`src/verilog/sdram_pkg.sv`:
```
// ----------------------------------------------------------------------
// Device side definitions for a 16-bit, 4-bank SDR SDRAM
// Command codes, the A bus views and the registered pin bundle
// Referenced with sdram_pkg:: from the controller RTL and the testbench
// ----------------------------------------------------------------------
package sdram_pkg;

    // Geometry
    localparam int ROW_W  = 13;
    localparam int COL_W  = 9;
    localparam int BANK_W = 2;
    localparam int DATA_W = 16;
    localparam int A_W    = 13;

    localparam int CAS_LATENCY = 2;

    // Each code is {cs_n, ras_n, cas_n, we_n}
    typedef enum logic [3:0] {
        INHIBIT      = 4'b1111,
        NOP          = 4'b0111,
        ACTIVE       = 4'b0011,
        READ         = 4'b0101,
        WRITE        = 4'b0100,
        PRECHARGE    = 4'b0010,
        AUTO_REFRESH = 4'b0001,
        LOAD_MODE    = 4'b0000
    } sdram_cmd_e;

    // A bus during LOAD MODE REGISTER
    typedef struct packed {
        logic [2:0] reserved;
        logic       wr_burst_mode;
        logic [1:0] op_mode;
        logic [2:0] cas_latency;
        logic       burst_type;
        logic [2:0] burst_len;
    } mode_word_t;

    // A bus during READ, WRITE and PRECHARGE
    typedef struct packed {
        logic [1:0]       unused_hi;
        logic             auto_precharge;
        logic             unused;
        logic [COL_W-1:0] col;
    } col_word_t;

    // Same 13 pins, meaning picked by the command
    typedef union packed {
        mode_word_t       mode;
        col_word_t        col;
        logic [ROW_W-1:0] row;
    } sdram_a_u;

    typedef struct packed {
        logic              cke;
        sdram_cmd_e        cmd;
        logic [BANK_W-1:0] ba;
        sdram_a_u          a;
    } sdram_pins_t;

    // Burst of one, sequential, single-location writes
    localparam mode_word_t MODE_WORD = '{
        reserved:      3'b000,
        wr_burst_mode: 1'b1,
        op_mode:       2'b00,
        cas_latency:   3'(CAS_LATENCY),
        burst_type:    1'b0,
        burst_len:     3'b000
    };

endpackage
```
`src/verilog/ctrl_pkg.sv`:
```
// ----------------------------------------------------------------------
// Controller side definitions: host request, timing and FSM states
// Timing values are in clock cycles of the controller clock
// ----------------------------------------------------------------------
package ctrl_pkg;

    typedef struct packed {
        logic [sdram_pkg::ROW_W-1:0]  row;
        logic [sdram_pkg::BANK_W-1:0] bank;
        logic [sdram_pkg::COL_W-1:0]  col;
    } host_addr_t;

    typedef struct packed {
        logic                          wr;
        host_addr_t                    addr;
        logic [sdram_pkg::DATA_W-1:0]  wr_data;
    } host_req_t;

    // Power-up wait, short so simulation stays quick
    localparam int T_INIT_WAIT    = 200;
    localparam int T_RP           = 3;
    localparam int T_RFC          = 8;
    localparam int T_MRD          = 2;
    localparam int T_RCD          = 3;
    localparam int T_WR           = 2;
    localparam int T_REF_INTERVAL = 390;

    localparam int REF_PEND_W = 4;
    localparam int WAIT_W     = $clog2(T_INIT_WAIT + 1);

    typedef logic [WAIT_W-1:0]                    wait_t;
    typedef logic [REF_PEND_W-1:0]                ref_pend_t;
    typedef logic [$clog2(T_REF_INTERVAL)-1:0]    ref_cnt_t;

    typedef enum logic [3:0] {
        INIT_WAIT, INIT_PRECHARGE, INIT_REFRESH1, INIT_REFRESH2, INIT_LMR,
        IDLE, REFRESH, ACTIVE, READ, WRITE, READ_WAIT, WRITE_RECOVER,
        PRECHARGE
    } seq_state_e;

endpackage

```
`src/verilog/sdram_refresh_timer.sv`:
```
// ----------------------------------------------------------------------
// Refresh demand for the sequencer
// Counts the refresh interval after init and keeps a count of owed
// AUTO REFRESH commands, one removed per refresh_taken pulse
// ----------------------------------------------------------------------
`timescale 1ns/1ps

module sdram_refresh_timer (
    input  logic clk,
    input  logic reset,
    input  logic init_done,
    input  logic refresh_taken,
    output logic refresh_owed
);

    ctrl_pkg::ref_cnt_t  interval_cnt;
    ctrl_pkg::ref_pend_t pend_cnt;
    logic                expire;

    assign expire       = init_done && (interval_cnt == '0);
    assign refresh_owed = (pend_cnt != '0);

    always_ff @(posedge clk or posedge reset) begin
        if (reset) begin
            interval_cnt <= ctrl_pkg::ref_cnt_t'(ctrl_pkg::T_REF_INTERVAL - 1);
            pend_cnt     <= '0;
        end else if (!init_done) begin
            // Refreshes in the init sequence cover this period
            interval_cnt <= ctrl_pkg::ref_cnt_t'(ctrl_pkg::T_REF_INTERVAL - 1);
            pend_cnt     <= '0;
        end else begin
            if (expire)
                interval_cnt <= ctrl_pkg::ref_cnt_t'(ctrl_pkg::T_REF_INTERVAL - 1);
            else
                interval_cnt <= interval_cnt - 1'b1;

            case ({expire, refresh_taken})
                2'b10:   pend_cnt <= pend_cnt + 1'b1;
                2'b01:   pend_cnt <= pend_cnt - 1'b1;
                default: pend_cnt <= pend_cnt;
            endcase
        end
    end

    // Sequencer must keep up, owed count may not overflow
    a_pend_no_wrap: assert property (@(posedge clk) disable iff (reset)
        (expire && !refresh_taken) |-> (pend_cnt != '1));

endmodule

```
`config.mk`:
```
export PLATFORM = sky130hd
export DESIGN_NAME = sdram_refresh_timer
export DESIGN_NICKNAME = d
export VERILOG_FILES = /design/src/verilog/sdram_pkg.sv /design/src/verilog/ctrl_pkg.sv /design/src/verilog/sdram_refresh_timer.sv
export SDC_FILE = /design/constraint.sdc
export NUM_CORES = 1
export LEC_CHECK = 0
export BUFFER_PORTS_ARGS = -buffer_cell sky130_fd_sc_hd__buf_2
export CAP_MARGIN = 5
export CORE_MARGIN = 2
export CORE_UTILIZATION = 46
export CTS_BUF_LIST = sky130_fd_sc_hd__clkbuf_2
export CTS_CLUSTER_SIZE = 24
export DETAILED_ROUTE_END_ITERATION = 8
export PLACE_DENSITY_LB_ADDON = 0.1
export SETUP_SLACK_MARGIN = 0.15
export SYNTH_ARGS = -nofsm -noshare
export SYNTH_HDL_FRONTEND = slang
export SYNTH_SLANG_ARGS = --single-unit
```
`constraint.sdc`:
```
create_clock -name clk -period 5.4 [get_ports clk]
set_input_delay 1.08 -clock clk [delete_from_list [all_inputs] [get_ports clk]]
set_output_delay 1.08 -clock clk [all_outputs]
set_load 0.03 [all_outputs]
```
==> flow_metrics.py, run 1 <==
metrics = {
    "global_route": {
        "grt_pass1_wl_mm": 2.44,
        "antenna_found_initial": 0,
        "gr-usage-all-layers_pct": 17.3,
        "grt_pass1_vias": 546,
        "grt_max_degree": 15,
        "grt_overflow": 0,
    },
    "critical_path": {
        "critPathArrivalTime_ns": 1.48,
        "crit_family": "simple AND/OR/NAND/NOR gates",
        "rr_worst_depth": 9,
        "crit_start": "pend_cnt[1]",
        "rrSetupSlack_ns": 2.93,
        "regToRegStartpoint": "interval_cnt[0]",
        "end_kind": "output port",
        "required_ns": 4.32,
        "path_cells": "or4_1 > buf_2",
        "path_depth": 2,
        "critical_path_class": "register to output port",
        "crit_fanout": 6,
        "regToRegEndpoint": "pend_cnt[3]",
        "max_stage_delay_ns": 0.52,
        "slowest_stage": "or4_1",
        "path_buf_inv": 1,
        "timing.critical_path.to": "refresh_owed",
        "cp-start-kind": "register",
    },
    "floorplan": {
        "die_w_um": 45.6,
        "coreArea_um2": 1670,
        "design.die.area_um2": 2080,
        "ios": 5,
        "start_util_pct": 47.7,
        "die_h_um": 45.6,
        "row_count": 15,
    },
    "placement": {
        "io_buffers": 4,
        "gp_congestion": 0.815,
        "dp_hpwl_mm": 1.06,
        "dpl.cell_count": 95,
        "placed_cell_area_um2": 835,
    },
    "sta": {
        "tns_ns": 0,
        "period_share_pct": 47.3,
        "clock.fmax_mhz": 391,
        "setup_violations": 0,
        "min_period_ns": 2.56,
        "final-hold-violation-count": 0,
        "fin_skew_ns": 0.00210,
        "worst_slew_pin_slew_ns": 0.481,
        "rsz0062_at_grt": "no",
        "slew_headroom_pct": 67.9,
        "maxSlewViolCount": 0,
    },
    "pwr": {
        "p_sw_uw": 75.2,
        "p_sw_share_pct": 33.2,
        "power_density_nw_per_um2": 265,
        "intPower_uw": 151,
        "ir_drop_mv": 0.117,
        "seq_power_share_pct": 52.6,
        "combPwrFrac_pct": 22.9,
        "p_clk_share_pct": 24.5,
        "p_leak_nw": 0.399,
    },
    "drt": {
        "dr.pass1.iters": 4,
        "vias": 562,
        "drt_iter0_drc": 7,
        "viasPerCell": 5.68,
        "wl_per_cell_um": 14.4,
        "routed_wl_mm": 1.43,
        "postRouteAntennaNets": 0,
        "route.detailed.drc": 0,
    },
    "cts": {
        "cts_root_buffer": "clkbuf_2",
        "hold_buffers": 0,
        "htreeDepth": 1,
        "cts_buffers": 3,
        "post-cts-setup-buffers": 0,
        "cts_tree": "done",
        "clock-sinks": 13,
        "clkLatencyLatePin_ns": 0.29,
        "clockBufferDepth": 2,
        "postCtsResizedCells": 0,
        "path_clk_slew_ns": 0.13,
    },
    "yosys": {
        "synth_area_um2": 797,
        "yosys-top-cells-count": "dfrtp_1, inv_1, nand2_1, nor2_1, xnor2_1",
        "synth-seq-cells": 13,
        "synth-compound-area-share_pct": 9.89,
        "synthesis.nets": 82,
        "synthSimpleGateAreaFrac_pct": 23.5,
        "synthAdderAreaFrac_pct": 4.71,
        "synth_xor_area_share_pct": 13.3,
        "yosysTopAreaCell": "dfrtp_1",
        "synth_edf_count": 0,
        "synth-async-reset-ratio_pct": 100,
        "yosysMostFrequentCell": "dfrtp_1",
        "syn_inst": 75,
        "synth_top_family_by_area": "simple AND/OR/NAND/NOR gates",
        "yosys_warnings": 0,
        "synth_cell_type_count": 31,
        "yosysTopAreaCellShare_pct": 28.3,
        "synth_area_leaders": "dfrtp_1, dfstp_2, xnor2_1",
        "synthMuxAreaShare_pct": 3.77,
        "ys_seq_area_share_pct": 41.4,
        "ys.flop_type": "dfrtp_1",
        "syn_area_per_cell_um2": 10.6,
    },
    "finish": {
        "instances_no_fill": 99,
        "n_antenna_cell": 0,
        "fin_nets": 90,
        "syn_to_final_growth_pct": 7.22,
        "drive_above_1_share_pct": 23.2,
        "fin_area_um2": 855,
    },
    "run_status": {
        "status": "completed",
    },
    "hold_path": {
        "hold_start": "interval_cnt[0]",
        "hold_class": "register to register",
    },
    "job": {
        "drv_cap": 0,
    },
}
==> cell families after synthesis <==
| kind of cell | Yosys count |
|---|---|
| adders and majority gates | 3 |
| and+or+nand+nor | 28 |
| AOI/OAI and AO/OA | 11 |
| xor gates and xnor gates | 10 |
| buffers and inverters | 7 |
| muxes | 3 |
| DFF | 13 |
==> metrics by stage <==
stage,power (mW),util (%),setup slack [ns],hold WS (ns)
6_report,0.226,51.2,2.84,0.510
5_1_grt,0.241,51.2,2.77,0.550
3_3_place_gp,0.172,50.0,2.66,0.475
4_1_cts,0.228,51.2,2.84,0.513
3_5_place_dp,0.173,50.0,2.62,0.480
2_1_floorplan,0.161,-,2.89,0.461
==> placed cells by master (no fill, tap or decap) <==
master     netlist  final
nand3_1          2      2
and3_1           1      1
mux2i_1          3      3
nand2b_1         1      1
xnor2_4          1      1
nand2_4          1      1
or3_1            2      2
inv_1            6      6
nor3_1           3      3
or3b_4           1      1
nor2_1           6      6
a31oi_1          2      2
o2111ai_1        1      1
dfrtp_1          9      9
o21a_1           1      1
nand2_1          6      6
xor2_1           3      3
xnor2_1          6      6
nor2_2           1      1
ha_1             3      3
clkbuf_2         0      4
a211oi_1         1      1
a221oi_1         1      1
a21oi_1          2      2
nor4b_4          1      1
or4_1            1      1
dfstp_2          4      4
o311ai_1         1      1
o31ai_1          2      2
buf_2            0      4
nor4_4           1      1
or4_4            1      1
==> worst min-delay path by stage <==
stage	endpoint	slack, ns	cells after the start
final	interval_cnt[0]	0.51	1
after global routing	interval_cnt[0]	0.55	1
after CTS	interval_cnt[0]	0.51	1
after detailed placement	interval_cnt[0]	0.48	1
after global placement	interval_cnt[0]	0.48	1
after floorplan	interval_cnt[0]	0.46	1
==> power by group through the flow <==
stage	Clock (mW)	Combinational, mW	Sequential (mW)
final	0.0554	0.0519	0.119
after CTS	0.0567	0.0523	0.119
after global routing	0.0628	0.0581	0.120
after floorplan	0	0.0432	0.117
after global placement	0	0.0519	0.120
after detailed placement	0	0.0522	0.121
==> cell type report <==
class	instances	area, um^2
fillers	147	816
multi-input cells	55	440
flip-flops and latches	13	330
inverters	6	22.5
well taps	17	21.3
clock buffers	4	20.0
repair buffers	4	20.0
==> state kept, by name, indices dropped and copies added, names as in the netlist <==
| signal | count |
|---|---|
| interval_cnt | 9 |
| pend_cnt | 4 |
==> worst register-to-register path, stage by stage, from the launching register on <==
cell,delay [ns]
dfstp_2,0.58
inv_1,0.05
ha_1,0.23
nor4b_4,0.16
a31oi_1,0.26
ha_1,0.34
o21a_1,0.13
a211oi_1,0.27
mux2i_1,0.22
o311ai_1,0.11
==> per-layer routing <==
| metal | vias to the layer above | GRT usage, % | share of wire (%) | routed length, um |
|---|---|---|---|---|
| li1 | 280 | - | - | - |
| met4 | 0 | 12.4 | 2.8 | 40 |
| met2 | 8 | 23.9 | 42 | 599 |
| met5 | - | 0 | 0 | 0 |
| met1 | 269 | 23.3 | 52 | 743 |
| met3 | 5 | 3.97 | 3.2 | 46 |
No activity file was read; power rests on OpenSTA's default activity.
==> inputs of run 2 (changes only) <==
==> constraint.sdc (replaced) <==
create_clock -name clk -period 2.44 [get_ports clk]
set_input_delay 0.488 -clock clk [delete_from_list [all_inputs] [get_ports clk]]
set_output_delay 0.488 -clock clk [all_outputs]
set_load 0.03 [all_outputs]
==> flow_metrics.py, run 2 (synthesis results as in run 1) <==
metrics = {
    "cts": {
        "path_clk_slew_ns": 0.12,
        "cts_root_buffer": "clkbuf_2",
        "cts_tree": "done",
        "htreeDepth": 1,
        "clock-sinks": 13,
        "clkLatencyLatePin_ns": 0.26,
        "hold_buffers": 0,
        "cts_buffers": 3,
        "clockBufferDepth": 2,
    },
    "run_status": {
        "status": "completed",
    },
    "job": {
        "drv_cap": 0,
    },
    "hold_path": {
        "hold_class": "input pin to asynchronous set/reset pin",
    },
    "drt": {
        "vias": 570,
        "drt_iter0_drc": 21,
        "viasPerCell": 5.38,
        "postRouteAntennaNets": 0,
        "dr.pass1.iters": 3,
        "wl_per_cell_um": 14.1,
        "route.detailed.drc": 0,
        "routed_wl_mm": 1.50,
    },
    "sta": {
        "fin_skew_ns": 0.00236,
        "rsz0062_at_grt": "yes",
        "worst_slew_pin_slew_ns": 0.497,
        "setup_ws_ns": 0.244,
        "setup_violations": 0,
        "tns_ns": 0,
        "min_period_ns": 2.20,
        "slew_headroom_pct": 66.8,
        "period_share_pct": 90.0,
        "clock.fmax_mhz": 455,
        "maxSlewViolCount": 0,
        "final-hold-violation-count": 0,
    },
    "finish": {
        "layout_common_cells": "dfrtp_1, buf_4, nand2_1, xnor2_1",
        "top_register": "interval_cnt",
        "reg.largest.list": "interval_cnt: 9 flops, pend_cnt: 4 flops",
        "fin_area_um2": 946,
        "syn_to_final_growth_pct": 18.7,
        "largest_reg_flops": 9,
        "drive_above_1_share_pct": 38.2,
        "fin_nets": 97,
        "final_common_cell": "dfrtp_1",
        "n_antenna_cell": 0,
    },
    "critical_path": {
        "required_ns": 2.62,
        "critPathArrivalTime_ns": 2.38,
        "cp-start-kind": "register",
        "end_kind": "register",
        "critical_path_class": "register to register",
        "crit_fanout": 3,
    },
    "pwr": {
        "power_density_nw_per_um2": 544,
        "p_leak_nw": 0.435,
        "power_uw": 515,
        "ir_drop_mv": 0.362,
    },
    "floorplan": {
        "start_util_pct": 47.7,
        "ios": 5,
        "design.die.area_um2": 2080,
        "die_w_um": 45.6,
        "coreArea_um2": 1670,
        "die_h_um": 45.6,
        "row_count": 15,
    },
    "placement": {
        "dp_hpwl_mm": 1.06,
        "io_buffers": 4,
        "gp_congestion": 0.755,
        "post-place-ws_ns": 0.123,
        "placed_cell_area_um2": 857,
    },
    "global_route": {
        "antenna_found_initial": 0,
        "grt_pass1_wl_mm": 2.46,
        "gr-usage-all-layers_pct": 17.2,
        "grt_pass1_vias": 540,
        "grt_overflow": 0,
        "grt_max_degree": 15,
    },
}
run 2: through the flow:
| stage | hold slack [ns] | std cells | util, % |
|---|---|---|---|
| floorplan | 0.362 | 75 | - |
| global placement | 0.474 | 98 | 51.3 |
| detailed placement | 0.476 | 98 | 51.3 |
| CTS | 0.232 | 103 | 53.3 |
| global route | 0.215 | 106 | 56.6 |
| finish | 0.224 | 106 | 56.6 |
run 2: critical path: stages, from the launching register on:
cell	delay [ns]
dfstp_2	0.57
inv_2	0.05
ha_4	0.15
nor4b_4	0.13
a31oi_2	0.20
buf_4	0.14
xor2_1	0.15
ha_2	0.20
nor2_2	0.04
xnor2_1	0.20
a21oi_2	0.06
a221oi_2	0.23
run 2: what timing repair did:
item | in CTS | in global routing
pin swaps | 0 | 4
setup buffers | 1 | 3
setup endpoints to repair | 2 | 2
resized for setup | 1 | 8
run 2: final timing paths:
check | start | depth (start not counted) | slack [ns] | to
hold reg to reg | interval_cnt[0] | 1 | 0.50 | interval_cnt[0]
setup / recovery | interval_cnt[0] | 11 | 0.24 | pend_cnt[2]
max in group asynchronous | reset | 2 | 1.86 | interval_cnt[7]
min in group clk | refresh_taken | 2 | 0.45 | pend_cnt[2]
setup reg to reg | interval_cnt[0] | 11 | 0.24 | pend_cnt[2]
hold / removal | reset | 2 | 0.22 | pend_cnt[2]
run 2: layout make-up:
cell class / instances / area [um^2]
Tap cell: 17 / 21.3
Timing Repair Buffer: 11 / 72.6
Clock buffer: 4 / 20.0
Multi-Input combinational cell: 55 / 479
Inverter: 6 / 22.5
Fill cell: 157 / 724
Sequential cell: 13 / 330
run 2: power breakdown:
| part | total, mW | internal, mW | leakage (nW) | switching [mW] |
|---|---|---|---|---|
| logic | 0.143 | 0.0704 | 0.256 | 0.0723 |
| registers | 0.263 | 0.237 | 0.163 | 0.0261 |
| clock network | 0.109 | 0.0435 | 0.0166 | 0.0654 |
| total | 0.515 | 0.351 | 0.435 | 0.164 |
run 2: routing by layer:
layer	vias up	part of all wire, %	wire length, um	track usage, %
met4	0	0	0	3.53
li1	293	-	-	-
met5	-	0	0	0
met3	0	3.7	55	7.14
met2	6	44	654	24.2
met1	271	53	785	24.6
