==> src/verilog/sdram_pkg.sv <==
// ----------------------------------------------------------------------
// Device side definitions for a 16-bit, 4-bank SDR SDRAM
// Command codes, the A bus views and the registered pin bundle
// Referenced with sdram_pkg:: from the controller RTL and the testbench
// ----------------------------------------------------------------------
package sdram_pkg;

    // Geometry
    localparam int ROW_W  = 13;
    localparam int COL_W  = 9;
    localparam int BANK_W = 2;
    localparam int DATA_W = 16;
    localparam int A_W    = 13;

    localparam int CAS_LATENCY = 2;

    // Each code is {cs_n, ras_n, cas_n, we_n}
    typedef enum logic [3:0] {
        INHIBIT      = 4'b1111,
        NOP          = 4'b0111,
        ACTIVE       = 4'b0011,
        READ         = 4'b0101,
        WRITE        = 4'b0100,
        PRECHARGE    = 4'b0010,
        AUTO_REFRESH = 4'b0001,
        LOAD_MODE    = 4'b0000
    } sdram_cmd_e;

    // A bus during LOAD MODE REGISTER
    typedef struct packed {
        logic [2:0] reserved;
        logic       wr_burst_mode;
        logic [1:0] op_mode;
        logic [2:0] cas_latency;
        logic       burst_type;
        logic [2:0] burst_len;
    } mode_word_t;

    // A bus during READ, WRITE and PRECHARGE
    typedef struct packed {
        logic [1:0]       unused_hi;
        logic             auto_precharge;
        logic             unused;
        logic [COL_W-1:0] col;
    } col_word_t;

    // Same 13 pins, meaning picked by the command
    typedef union packed {
        mode_word_t       mode;
        col_word_t        col;
        logic [ROW_W-1:0] row;
    } sdram_a_u;

    typedef struct packed {
        logic              cke;
        sdram_cmd_e        cmd;
        logic [BANK_W-1:0] ba;
        sdram_a_u          a;
    } sdram_pins_t;

    // Burst of one, sequential, single-location writes
    localparam mode_word_t MODE_WORD = '{
        reserved:      3'b000,
        wr_burst_mode: 1'b1,
        op_mode:       2'b00,
        cas_latency:   3'(CAS_LATENCY),
        burst_type:    1'b0,
        burst_len:     3'b000
    };

endpackage
==> src/verilog/ctrl_pkg.sv <==
// ----------------------------------------------------------------------
// Controller side definitions: host request, timing and FSM states
// Timing values are in clock cycles of the controller clock
// ----------------------------------------------------------------------
package ctrl_pkg;

    typedef struct packed {
        logic [sdram_pkg::ROW_W-1:0]  row;
        logic [sdram_pkg::BANK_W-1:0] bank;
        logic [sdram_pkg::COL_W-1:0]  col;
    } host_addr_t;

    typedef struct packed {
        logic                          wr;
        host_addr_t                    addr;
        logic [sdram_pkg::DATA_W-1:0]  wr_data;
    } host_req_t;

    // Power-up wait, short so simulation stays quick
    localparam int T_INIT_WAIT    = 200;
    localparam int T_RP           = 3;
    localparam int T_RFC          = 8;
    localparam int T_MRD          = 2;
    localparam int T_RCD          = 3;
    localparam int T_WR           = 2;
    localparam int T_REF_INTERVAL = 390;

    localparam int REF_PEND_W = 4;
    localparam int WAIT_W     = $clog2(T_INIT_WAIT + 1);

    typedef logic [WAIT_W-1:0]                    wait_t;
    typedef logic [REF_PEND_W-1:0]                ref_pend_t;
    typedef logic [$clog2(T_REF_INTERVAL)-1:0]    ref_cnt_t;

    typedef enum logic [3:0] {
        INIT_WAIT, INIT_PRECHARGE, INIT_REFRESH1, INIT_REFRESH2, INIT_LMR,
        IDLE, REFRESH, ACTIVE, READ, WRITE, READ_WAIT, WRITE_RECOVER,
        PRECHARGE
    } seq_state_e;

endpackage

==> src/verilog/sdram_sequencer.sv <==
// ----------------------------------------------------------------------
// Command sequencer for the SDRAM controller
// Runs power-up init, then serves refreshes and single closed-page
// accesses. Produces the next pin state one cycle ahead of the pins
// ----------------------------------------------------------------------
`timescale 1ns/1ps

module sdram_sequencer (
    input  logic                         clk,
    input  logic                         reset,
    input  logic                         req,
    input  ctrl_pkg::host_req_t          request,
    input  logic                         refresh_owed,
    output logic                         refresh_taken,
    output logic                         init_done,
    output sdram_pkg::sdram_pins_t       next_pins,
    output logic                         issue_read,
    output logic                         drive_dq,
    output logic [sdram_pkg::DATA_W-1:0] write_data,
    input  logic                         read_done
);

    ctrl_pkg::seq_state_e state;
    ctrl_pkg::seq_state_e next_state;
    ctrl_pkg::wait_t      wait_cnt;
    ctrl_pkg::wait_t      wait_load;
    logic                 wait_done;
    logic                 first;
    logic                 row_open;
    ctrl_pkg::host_req_t  cur;

    assign wait_done = (wait_cnt == ctrl_pkg::wait_t'(1));

    // ------------------------------------------------------------------
    // State transitions
    // ------------------------------------------------------------------
    always_comb begin
        next_state = state;
        case (state)
            ctrl_pkg::INIT_WAIT:      if (wait_done) next_state = ctrl_pkg::INIT_PRECHARGE;
            ctrl_pkg::INIT_PRECHARGE: if (wait_done) next_state = ctrl_pkg::INIT_REFRESH1;
            ctrl_pkg::INIT_REFRESH1:  if (wait_done) next_state = ctrl_pkg::INIT_REFRESH2;
            ctrl_pkg::INIT_REFRESH2:  if (wait_done) next_state = ctrl_pkg::INIT_LMR;
            ctrl_pkg::INIT_LMR:       if (wait_done) next_state = ctrl_pkg::IDLE;
            ctrl_pkg::IDLE: begin
                // Owed refresh goes first
                if (refresh_owed)
                    next_state = ctrl_pkg::REFRESH;
                else if (req)
                    next_state = ctrl_pkg::ACTIVE;
            end
            ctrl_pkg::REFRESH:        if (wait_done) next_state = ctrl_pkg::IDLE;
            ctrl_pkg::ACTIVE: begin
                if (wait_done)
                    next_state = cur.wr ? ctrl_pkg::WRITE : ctrl_pkg::READ;
            end
            ctrl_pkg::READ:           next_state = ctrl_pkg::READ_WAIT;
            ctrl_pkg::WRITE:          next_state = ctrl_pkg::WRITE_RECOVER;
            ctrl_pkg::READ_WAIT:      if (read_done) next_state = ctrl_pkg::PRECHARGE;
            ctrl_pkg::WRITE_RECOVER:  if (wait_done) next_state = ctrl_pkg::PRECHARGE;
            ctrl_pkg::PRECHARGE:      if (wait_done) next_state = ctrl_pkg::IDLE;
            default:                  next_state = ctrl_pkg::IDLE;
        endcase
    end

    // Cycles to stay in the state being entered
    always_comb begin
        case (next_state)
            ctrl_pkg::INIT_PRECHARGE,
            ctrl_pkg::PRECHARGE:     wait_load = ctrl_pkg::wait_t'(ctrl_pkg::T_RP);
            ctrl_pkg::INIT_REFRESH1,
            ctrl_pkg::INIT_REFRESH2,
            ctrl_pkg::REFRESH:       wait_load = ctrl_pkg::wait_t'(ctrl_pkg::T_RFC);
            ctrl_pkg::INIT_LMR:      wait_load = ctrl_pkg::wait_t'(ctrl_pkg::T_MRD);
            ctrl_pkg::ACTIVE:        wait_load = ctrl_pkg::wait_t'(ctrl_pkg::T_RCD);
            // WRITE itself already counts as one cycle of tWR
            ctrl_pkg::WRITE_RECOVER: wait_load = ctrl_pkg::wait_t'(ctrl_pkg::T_WR - 1);
            default:                 wait_load = '0;
        endcase
    end

    always_ff @(posedge clk or posedge reset) begin
        if (reset) begin
            state     <= ctrl_pkg::INIT_WAIT;
            wait_cnt  <= ctrl_pkg::wait_t'(ctrl_pkg::T_INIT_WAIT);
            first     <= 1'b0;
            init_done <= 1'b0;
            row_open  <= 1'b0;
        end else begin
            state <= next_state;
            first <= (next_state != state);
            if (next_state != state)
                wait_cnt <= wait_load;
            else if (wait_cnt != '0)
                wait_cnt <= wait_cnt - 1'b1;
            if (state == ctrl_pkg::INIT_LMR && wait_done)
                init_done <= 1'b1;
            if (next_pins.cmd == sdram_pkg::ACTIVE)
                row_open <= 1'b1;
            else if (next_pins.cmd == sdram_pkg::PRECHARGE)
                row_open <= 1'b0;
        end
    end

    // Copy of the held request, taken as the access starts
    always_ff @(posedge clk) begin
        if (state == ctrl_pkg::IDLE && next_state == ctrl_pkg::ACTIVE)
            cur <= request;
    end

    // ------------------------------------------------------------------
    // Pin command issued on the first cycle of each state
    // ------------------------------------------------------------------
    always_comb begin
        next_pins = '{cke: 1'b1, cmd: sdram_pkg::NOP, ba: '0, a: '0};
        if (first) begin
            case (state)
                ctrl_pkg::INIT_PRECHARGE,
                ctrl_pkg::PRECHARGE: begin
                    next_pins.cmd                  = sdram_pkg::PRECHARGE;
                    next_pins.a.col.auto_precharge = 1'b1;
                end
                ctrl_pkg::INIT_REFRESH1,
                ctrl_pkg::INIT_REFRESH2,
                ctrl_pkg::REFRESH: begin
                    next_pins.cmd = sdram_pkg::AUTO_REFRESH;
                end
                ctrl_pkg::INIT_LMR: begin
                    next_pins.cmd    = sdram_pkg::LOAD_MODE;
                    next_pins.a.mode = sdram_pkg::MODE_WORD;
                end
                ctrl_pkg::ACTIVE: begin
                    next_pins.cmd   = sdram_pkg::ACTIVE;
                    next_pins.ba    = cur.addr.bank;
                    next_pins.a.row = cur.addr.row;
                end
                ctrl_pkg::READ,
                ctrl_pkg::WRITE: begin
                    next_pins.cmd = (state == ctrl_pkg::READ) ? sdram_pkg::READ :
                                                                sdram_pkg::WRITE;
                    next_pins.ba        = cur.addr.bank;
                    next_pins.a.col.col = cur.addr.col;
                end
                default: ;
            endcase
        end
    end

    assign issue_read    = first && (state == ctrl_pkg::READ);
    assign drive_dq      = first && (state == ctrl_pkg::WRITE);
    assign refresh_taken = first && (state == ctrl_pkg::REFRESH);
    assign write_data    = cur.wr_data;

    // Column access only while a row is open
    a_rw_in_window: assert property (@(posedge clk) disable iff (reset)
        (next_pins.cmd inside {sdram_pkg::READ, sdram_pkg::WRITE}) |-> row_open);
    // ACTIVE only after PRECHARGE
    a_active_closed: assert property (@(posedge clk) disable iff (reset)
        (next_pins.cmd == sdram_pkg::ACTIVE) |-> !row_open);

    // Refresh needs one owed and every row closed
    a_refresh_owed_closed: assert property (@(posedge clk) disable iff (reset)
        refresh_taken |-> (refresh_owed && !row_open));

endmodule

==> config.mk <==
export PLATFORM = sky130hd
export DESIGN_NAME = sdram_sequencer
export DESIGN_NICKNAME = d
export VERILOG_FILES = /design/src/verilog/sdram_pkg.sv /design/src/verilog/ctrl_pkg.sv /design/src/verilog/sdram_sequencer.sv
export SDC_FILE = /design/constraint.sdc
export NUM_CORES = 1
export LEC_CHECK = 0
export BUFFER_PORTS_ARGS = -buffer_cell sky130_fd_sc_hd__buf_2
export CORE_UTILIZATION = 30
export DETAILED_ROUTE_END_ITERATION = 8
export HOLD_SLACK_MARGIN = 0.06
export SLEW_MARGIN = 0
export SYNTH_ARGS = -nofsm -noshare
export SYNTH_HDL_FRONTEND = slang
export SYNTH_SLANG_ARGS = --single-unit
==> constraint.sdc <==
create_clock -name clk -period 3.98 [get_ports clk]
set_clock_uncertainty 0.05 [all_clocks]
set_input_delay 0.199 -clock clk [delete_from_list [all_inputs] [get_ports clk]]
set_output_delay 0.199 -clock clk [all_outputs]
set_load 0.1 [all_outputs]
==> results.md, run 1 <==
- Status: finished, final reports clean
- Critical Path Start Type: register
- Die area: 0.00972 mm2
- Root Driver: clkbuf_8
- Worst-case clock buffer depth: 2
- Arr. time, crit path: 3.09 ns
- Drt first-iter violations: 159
- Yosys warns: 0
- Routed WL per cell: 14.5 um
- Number of port buffers: 83
- Worst Path Class, Setup: reg2reg
- FF-to-FF End: write_data[7]$_DFFE_PP_
- Vias per inst: 4.88
- Most frequent cells in the layout: 83 x buf_2, 42 x dlygate4sd3_1, 41 x edfxtp_1
- Reg clk slew, reported paths: 0.10 ns
- Relative slew slack: 0.386
- DP Worst Slack: 0.833 ns
- Flip-flop and latch count after synthesis: 55
- CTS tree: yes
- Site row count: 34
- Yosys cell types: 48
- CORE AREA: 0.00889 mm2
- Die W: 98.6 um
- Die H: 98.6 um
- Final GP Congestion: 0.878
- Max Cap Viol: 0
- Area Growth Syn to Fin: 31.4%
- Met2 GRT Util: 0.236
- Post-Synthesis Cell Area: 0.00280 mm2
- Clock buffer count from CTS: 5
- Mapped Cells: 238
- Pin count of the biggest net entering global routing: 42
- Most common cell after layout, fill and taps aside: buf_2
- Met3 usage: 0.0340
- DP HPWL: 4.35 mm
- Drt pass-1 iters: 5
- Fin crit period: 3.21 ns
- Total grt overflow: 0
- Post-DP Area: 0.00316 mm2
- Detailed Route WL: 6.53 mm
- CP max FO: 41
- Hold Path Stages: 4
- Setup Fix Bufs, Post-CTS: 0
- Share of cells above drive strength 1: 0.319
- Final setup fails: 0
- Number of synthesized flops with an enable pin: 41
- Number of global-route vias before repair: 2,295
- Worst VDD drop: 218 uV
- Pwr dens: 272 mW/mm2
- M1 GR Usage: 0.166
- Ant. Diodes: 0
- Seq/Total Area, Yosys: 0.567
- DRT antenna net count: 0
- Nets: 393
- Hold Fails Final Rpt: 0
- Initial antenna violation count: 0
- Syn avg cell area: 11.8 um2
- Final Cell Area: 0.00367 mm2
- First-pass GRT wire length: 10.6 mm
- Setup tns final: 0 ns
- Hold_sp: req
- Pleak: 1.51 nW
- DR DRC count: 0
- Reg2Reg Setup Slack: 0.77 ns
- Vias post-DR: 2,196
- CTS sink count: 55
- Fraction of registers with async set/reset: 0.255
- Fin crit share: 0.806
- CP endpoint kind: register
- Worst-skew pair later-pin latency: 0.30 ns
- R2R depth: 7
- Worst path required time: 3.87 ns
- RSZ-0062 raised after global routing: false
- Final setup margin: 0.774 ns
- Design Power: 0.000999 W
- Pins Over Slew Limit: 0
- Reg2reg start: wait_cnt[1]$_DFFE_PP0P_
- I/O pins: 86
- Max Clk Rate: 312 MHz
- Tot GR Track Use: 0.139
- H-tree levels: 2
- Main synth FF type: edfxtp_1
- Least-Margin Pin Slew: 0.921 ns
- Initial Util: 0.315
- Type of the worst min-delay path: in2reg
- Hold Path End: state[1]$_DFF_PP0_
- Synthesized net count: 290
- Top Usage Layer GRT: met2
## cell families (layout without fill, tap and decap cells)
kind of cell | after synthesis | count (layout) | share of synthesized area
AOI/OAI and AO/OA | 52 | 52 | 0.136
xor gates and xnor gates | 6 | 6 | 0.0188
adders and majority gates | 6 | 6 | 0.0268
buffers and inverters | 40 | 144 | 0.0814
DFF | 55 | 55 | 0.567
muxes | 4 | 4 | 0.0215
other | 2 | 2 | 0.00268
and+or+nand+nor | 73 | 73 | 0.146
## routing by layer
metal / routed length [um] / vias to the layer above
li1: - / 1043
met3: 508 / 17
met5: 0 / -
met4: 179 / 0
met2: 3120 / 108
met1: 2710 / 1028
## area by class of cell
type                    count  area, um2
repair buffers            125        836
multi-input cells         143        986
well taps                 108        135
clock buffers               5       68.8
fillers                   803       5220
clock inverters             3       22.5
inverters                  11       41.3
flip-flops and latches     55       1590
## cells in the mapped netlist (all sizes together) (5+ instances only)
library cell / n / area (um2)
nand2: 15 / 56.3
dfrtp: 11 / 275
and2: 5 / 31.3
a211oi: 5 / 50.1
o21ai: 10 / 50.1
ha: 6 / 75.1
inv: 11 / 41.3
a22oi: 9 / 67.6
and3: 7 / 43.8
nor2b: 14 / 87.6
a21oi: 7 / 35.0
nor2: 14 / 52.6
edfxtp: 41 / 1230
clkbuf: 8 / 30.0
buf: 21 / 156
## worst max-delay path by stage
stage | start | endpoint | slack, ns | cells past startpoint
floorplan | state[2]$_DFF_PP0_ | next_pins[16] | 0.57 | 6
global placement | wait_cnt[1]$_DFFE_PP0P_ | write_data[4]$_DFFE_PP_ | 0.93 | 8
detailed placement | wait_cnt[1]$_DFFE_PP0P_ | write_data[8]$_DFFE_PP_ | 0.83 | 7
CTS | wait_cnt[1]$_DFFE_PP0P_ | write_data[10]$_DFFE_PP_ | 0.78 | 7
global route | wait_cnt[1]$_DFFE_PP0P_ | cur[40]$_DFFE_PP_ | 0.60 | 7
finish | wait_cnt[1]$_DFFE_PP0P_ | write_data[7]$_DFFE_PP_ | 0.77 | 7
## stage by stage
stage | hold slack [ns] | utilization | instances
after global placement | 0.231 | 0.356 | 400
final | 0.298 | 0.413 | 450
after floorplan | 0.0361 | - | 238
after CTS | 0.298 | 0.413 | 450
after detailed placement | 0.244 | 0.356 | 400
after global routing | 0.340 | 0.413 | 450
## where the power goes
| part | internal, W | switching, W |
|---|---|---|
| Clock | 0.000127 | 0.000189 |
| Sequential | 0.000616 | 0 |
| Combinational | 0.0000422 | 0.0000242 |
| Total | 0.000785 | 0.000214 |
## worst max-delay path, cell delays in order (launching register included)
cell	delay, ns
dfrtp_1	0.40
inv_1	0.12
ha_1	0.17
or3b_2	0.51
o311ai_0	0.48
o2111ai_2	0.32
ha_1	0.28
and3_2	0.48
## repair_timing
item	4_1_cts	5_1_grt
endpoints found under the hold margin	52	0
hold buffers	42	0
gates resized for setup	0	0
## flip-flops by register name, indices dropped and copies added, names as in the netlist
| register | flops |
|---|---|
| state | 4 |
| first | 1 |
| wait_cnt | 8 |
| write_data | 16 |
| init_done | 1 |
| cur | 25 |
No activity file was read; power rests on OpenSTA's default activity.
==> inputs of run 2 (changes only) <==
clock period = 3.15 ns   (was 3.98 ns; I/O delays follow)
==> results.md, run 2 (same netlist as run 1, synthesis figures left out) <==
- Status: finished, final reports clean
- CP endpoint: wait_cnt[0]$_DFFE_PP0P_
- CP endpoint kind: register
- Max Cap Viol: 0 (unchanged)
- Type of the worst min-delay path: in2reg
- FF-to-FF End: wait_cnt[0]$_DFFE_PP0P_
- First-pass GRT wire length: 10.2 mm (-4.1%)
- Ant. Diodes: 0 (unchanged)
- Die H: 98.6 um (unchanged)
- Routed WL per cell: 13.7 um (-5.2%)
- CP Depth: 8 (+1)
- Cells along the critical path: inv_1, ha_1, or3b_2, a211o_1, a211oi_4, mux2_4, a211o_2, mux2_4
- Vias per inst: 4.75 (-2.7%)
- H-tree levels: 2 (unchanged)
- Fin crit period: 2.95 ns (-0.255 ns)
- Worst-skew pair later-pin latency: 0.30 ns (about the same)
- Area Growth Syn to Fin: 34.7%
- Site row count: 34 (unchanged)
- Critical Path Source: wait_cnt[1]$_DFFE_PP0P_
- CTS sink count: 55 (unchanged)
- Pleak: 1.57 nW (+3.9%)
- Clock buffer count from CTS: 5 (unchanged)
- Largest reg by FF count: cur
- DR DRC count: 0 (unchanged)
- Pin count of the biggest net entering global routing: 27 (-36%)
- Setup tns final: 0 ns (unchanged)
- Root Driver: clkbuf_8
- Register area: 0.00159 mm2 (unchanged)
- Drt first-iter violations: 108 (-32%)
- Max reg flops: 25 (unchanged)
- Drt pass-1 iters: 5 (unchanged)
- Initial antenna violation count: 0 (unchanged)
- M1 GR Usage: 0.164 (-0.00212)
- Sw frac: 0.207 (-0.00643)
- Least-Margin Pin Slew: 0.570 ns (-0.350 ns)
- RSZ-0062 raised after global routing: false
- Met3 usage: 0.0376 (+0.00355)
- Critical Path Start Type: register
- Relative slew slack: 0.610 (+0.224)
- Number of global-route vias before repair: 2,219 (-3.3%)
- Vias post-DR: 2,184 (-0.55%)
- Crit-path slowest cell: or3b_2
- Nets: 403 (+2.5%)
- Clock Power Share: 0.310 (-0.006)
- Most common cell after layout, fill and taps aside: buf_2
- Multi-input gate area: 996 um2 (+1.0%)
- P_sw: 0.000258 W (+21%)
- Fin crit share: 0.937 (+0.131)
- Met2 GRT Util: 0.224 (-0.0119)
- DP HPWL: 4.29 mm (-1.3%)
- Die area: 0.00972 mm2 (unchanged)
- Die W: 98.6 um (unchanged)
- Worst VDD drop: 260 uV (+19%)
- CP top delay family: compound AO/OA/AOI/OAI gates
- WHS: 0.337 ns (+0.0390 ns)
- Hold Fails Final Rpt: 0 (unchanged)
- Reg2Reg Setup Slack: 0.20 ns (-0.57 ns)
- Crit-path max cell delay: 0.50 ns (about the same)
- Final setup fails: 0 (unchanged)
- Total grt overflow: 0 (unchanged)
- Initial Util: 0.315 (unchanged)
- Number of port buffers: 83 (unchanged)
- Fill count: 806 (+0.37%)
- Worst-case clock buffer depth: 2 (unchanged)
- CORE AREA: 0.00889 mm2 (unchanged)
- P_int: 0.000988 W (+26%)
- Flop pwr share: 0.625 (+0.008)
- Detailed Route WL: 6.32 mm (-3.1%)
- CTS tree: yes
- Most common cell type on the critical path: mux2_4
- R2R depth: 8 (+1)
- CP max FO: 9 (-78%)
- Arr. time, crit path: 3.10 ns (about the same)
- Reg clk slew, reported paths: 0.09 ns (about the same)
- Worst Path Class, Setup: reg2reg
- Tot GR Track Use: 0.133 (-0.00535)
- Reg2reg start: wait_cnt[1]$_DFFE_PP0P_
- Buf+Inv Stages, Crit Path: 1 (unchanged)
- Pins Over Slew Limit: 0 (unchanged)
- I/O pins: 86 (unchanged)
- Final GP Congestion: 0.860 (-2.1%)
- Share of cells above drive strength 1: 0.341 (+0.0222)
- Top Usage Layer GRT: met2
- Most frequent cells in the layout: 83 x buf_2, 42 x dlygate4sd3_1, 41 x edfxtp_1
- DRT antenna net count: 0 (unchanged)
- Max Clk Rate: 339 MHz (+8.7%)
- Worst path required time: 3.30 ns (-0.57 ns)
- Pwr dens: 331 mW/mm2 (+22%)
- Comb power frac: 0.066 (about the same)
- Setup Fix Bufs, Post-CTS: 0 (unchanged)
[run 2: power groups by stage]
stage               combinational [W]  sequential [W]  clock (W)
floorplan                   0.0000151        0.000795          0
global placement            0.0000401        0.000795          0
detailed placement          0.0000410        0.000795          0
CTS                         0.0000802        0.000779   0.000399
global route                0.0000878        0.000779   0.000426
finish                      0.0000819        0.000779   0.000386
[run 2: worst min-delay path, delay by kind of cell]
family,cells,cell delay (ns)
AO/OA/AOI/OAI,2,0.31
AND/OR/NAND/NOR,1,0.06
buffers and inverters,1,0.11
[run 2: through the flow]
stage / setup WS, ns / util / std cells / power [W] / cell area, um2
after floorplan: 0.0767 / - / 238 / 0.000810 / 2800
after CTS: 0.191 / 0.423 / 460 / 0.00126 / 3760
after detailed placement: 0.204 / 0.366 / 410 / 0.000836 / 3260
final: 0.199 / 0.424 / 460 / 0.00125 / 3770
after global routing: 0.0276 / 0.424 / 460 / 0.00129 / 3770
after global placement: 0.262 / 0.366 / 410 / 0.000835 / 3260
[run 2: how the worst min path moves through the flow]
stage,from,to,slack (ns),depth (start not counted)
after floorplan,reset,first$_DFF_PP0_,-0.005,1
after global placement,reset,wait_cnt[5]$_DFFE_PP0P_,0.17,2
after detailed placement,reset,wait_cnt[5]$_DFFE_PP0P_,0.18,2
after CTS,refresh_owed,state[0]$_DFF_PP0_,0.33,4
after global routing,refresh_owed,state[0]$_DFF_PP0_,0.35,4
final,refresh_owed,state[0]$_DFF_PP0_,0.34,4
[run 2: per-layer routing]
metal | up-vias | wire length [um]
met1 | 1029 | 2810
met5 | - | 0
met2 | 82 | 3000
met4 | 0 | 71
met3 | 6 | 437
li1 | 1067 | -
[run 2: what timing repair did]
action | CTS | global route
gates resized for setup | 0 | 1
hold endpoints to repair | 52 | 0
hold buffers | 42 | 0
setup endpoints to repair | 0 | 1
[run 2: cell type report]
class / count / area share
Sequential cell: 55 / 0.421
Multi-Input combinational cell: 143 / 0.264
Timing Repair Buffer: 135 / 0.245
Tap cell: 108 / 0.0359
Clock buffer: 5 / 0.0183
Inverter: 11 / 0.0110
Clock inverter: 3 / 0.00465
==> inputs of run 3 (changes only) <==
--- a/config.mk
+++ b/config.mk
@@ -8,2 +8,3 @@
 export BUFFER_PORTS_ARGS = -buffer_cell sky130_fd_sc_hd__buf_2
+export CORE_MARGIN = 3
 export CORE_UTILIZATION = 30
==> constraint.sdc (replaced) <==
create_clock -name clk -period 3.15 [get_ports clk]
set_clock_uncertainty 0.05 [all_clocks]
set_input_delay 0.315 -clock clk [delete_from_list [all_inputs] [get_ports clk]]
set_output_delay 0.315 -clock clk [all_outputs]
set_load 0.1 [all_outputs]
==> results.md, run 3 (same netlist as run 1, synthesis figures left out) <==
- DP HPWL: 4.42 mm (+3.0%)
- Arr. time, crit path: 3.10 ns (about the same)
- CORE AREA: 0.00889 mm2 (unchanged)
- Fill count: 869 (+7.8%)
- Flop pwr share: 0.641 (+0.016)
- Worst-case clock buffer depth: 2 (unchanged)
- Nets: 359 (-11%)
- Final setup fails: 0 (unchanged)
- Pwr dens: 363 mW/mm2 (+9.7%)
- Detailed Route WL: 5.90 mm (-6.7%)
- Pleak: 1.38 nW (-12%)
- Die W: 103 um (+4.1%)
- Most frequent cells in the layout: 83 x buf_2, 41 x edfxtp_1, 15 x nand2_1
- Final GP Congestion: 0.905 (+5.3%)
- Critical Path Start Type: register
- Fin crit period: 2.96 ns (+0.00541 ns)
- M1 GR Usage: 0.150 (-0.0138)
- Max Clk Rate: 338 MHz (-0.18%)
- Worst VDD drop: 344 uV (+32%)
- Initial Util: 0.315 (unchanged)
- Post-DP Area: 0.00325 mm2 (-0.31%)
- H-tree levels: 2 (unchanged)
- Site row count: 34 (unchanged)
- Clock Power Share: 0.325 (+0.015)
- P_sw: 0.000255 W (-1.3%)
- Max Cap Viol: 0 (unchanged)
- Final Cell Area: 0.00335 mm2 (-11%)
- P_int: 0.000960 W (-2.8%)
- Pins Over Slew Limit: 0 (unchanged)
- CP endpoint kind: register
- Worst Path Class, Setup: reg2reg
- CTS tree: yes
- CTS sink count: 55 (unchanged)
- Die H: 103 um (+4.1%)
- Status: finished, final reports clean
- Area Growth Syn to Fin: 19.7%
- Least-Margin Pin Slew: 0.593 ns (+0.0232 ns)
- Worst path required time: 3.29 ns (about the same)
- WHS: 0.128 ns (-0.209 ns)
- CP max FO: 9 (unchanged)
- DRT antenna net count: 0 (unchanged)
- Largest reg by FF count: cur
- Tot GR Track Use: 0.118 (-0.0157)
- Vias per inst: 4.83 (+1.8%)
- Relative slew slack: 0.594 (-0.0158)
- Routed WL per cell: 14.2 um (+3.1%)
- First-pass GRT wire length: 9.74 mm (-4.5%)
- DR DRC count: 0 (unchanged)
- Drt first-iter violations: 137 (+27%)
- Utilization after layout: 0.377 (-0.0471)
- Type of the worst min-delay path: in2reg
- Top Usage Layer GRT: met2
- Met3 usage: 0.0487 (+0.0111)
- Drt pass-1 iters: 4 (-1)
- Worst-skew pair later-pin latency: 0.30 ns (about the same)
- RSZ-0062 raised after global routing: false
- Reg clk slew, reported paths: 0.10 ns (about the same)
- Die area: 0.0105 mm2 (+8.3%)
- Comb power frac: 0.034 (-0.032)
- Number of global-route vias before repair: 2,101 (-5.3%)
- Setup Fix Bufs, Post-CTS: 0 (unchanged)
- Ant. Diodes: 0 (unchanged)
- Root Driver: clkbuf_8
- Met2 GRT Util: 0.180 (-0.0445)
- Setup tns final: 0 ns (unchanged)
- Share of cells above drive strength 1: 0.393 (+0.0519)
- Fin crit share: 0.938 (+0.00172)
- Hold Fails Final Rpt: 0 (unchanged)
- Sw frac: 0.210 (+0.00260)
- I/O pins: 86 (unchanged)
- Total grt overflow: 0 (unchanged)
- Initial antenna violation count: 0 (unchanged)
- Max reg flops: 25 (unchanged)
- Clock buffer count from CTS: 5 (unchanged)
- Vias post-DR: 2,010 (-8.0%)
- Pin count of the biggest net entering global routing: 42 (+56%)
- Number of port buffers: 83 (unchanged)
- Most common cell after layout, fill and taps aside: buf_2
[run 3: changes by cell type in the layout (fill, tap and decap cells not counted), sizes merged]
cell and delta:
buf -3, dlygate4sd3 -41
[run 3: layout make-up]
cell class	count	area, um2	share of cell area
Timing Repair Buffer	91	490	0.146
Multi-Input combinational cell	143	1000	0.300
Tap cell	108	135	0.0404
Clock inverter	3	23.8	0.00710
Inverter	11	41.3	0.0123
Sequential cell	55	1590	0.473
Clock buffer	5	68.8	0.0206
[run 3: worst paths after layout]
| check | cells after the start | start | to | slack (ns) |
|---|---|---|---|---|
| worst min-delay path | 1 | request[7] | write_data[7]$_DFFE_PP_ | 0.13 |
| worst max-delay path | 8 | wait_cnt[1]$_DFFE_PP0P_ | wait_cnt[0]$_DFFE_PP0P_ | 0.19 |
| worst max register to register | 8 | wait_cnt[1]$_DFFE_PP0P_ | wait_cnt[0]$_DFFE_PP0P_ | 0.19 |
| worst min register to register | 1 | init_done$_DFFE_PP0P_ | init_done$_DFFE_PP0P_ | 0.43 |
| max in group asynchronous | 3 | reset | wait_cnt[3]$_DFFE_PP1P_ | 2.13 |
| min in group asynchronous | 3 | reset | state[3]$_DFF_PP0_ | 0.55 |
[run 3: per-layer routing]
| metal | part of all wire | routed length, um | vias up |
|---|---|---|---|
| li1 | - | - | 980 |
| met1 | 0.42 | 2470 | 937 |
| met2 | 0.47 | 2760 | 89 |
| met3 | 0.11 | 622 | 4 |
| met4 | 0.0085 | 50 | 0 |
| met5 | 0 | 0 | - |
[run 3: power by group through the flow]
| stage | Sequential, W | Clock (W) | Combinational (W) |
|---|---|---|---|
| after floorplan | 0.000795 | 0 | 0.0000151 |
| after detailed placement | 0.000795 | 0 | 0.0000412 |
| final | 0.000779 | 0.000395 | 0.0000414 |
| after global routing | 0.000779 | 0.000444 | 0.0000463 |
| after CTS | 0.000779 | 0.000414 | 0.0000419 |
| after global placement | 0.000795 | 0 | 0.0000403 |
[run 3: critical path: stages (launching register included)]
cell	delay (ns)
dfrtp_1	0.40
inv_1	0.11
ha_1	0.16
or3b_2	0.50
a211o_1	0.29
a211oi_4	0.28
mux2_4	0.32
a211o_2	0.41
mux2_4	0.32
[run 3: timing repair]
item / in CTS / in global routing
endpoints found under the setup margin: 0 / 0
hold buffers: 1 / 0
hold endpoints to repair: 11 / 0
gates resized for setup: 0 / 0
[run 3: through the flow]
stage	total power (W)	setup WS, ns	instances
floorplan	0.000810	0.0113	238
global placement	0.000835	0.259	407
detailed placement	0.000836	0.206	407
CTS	0.00123	0.180	416
global route	0.00127	0.0357	416
finish	0.00122	0.194	416
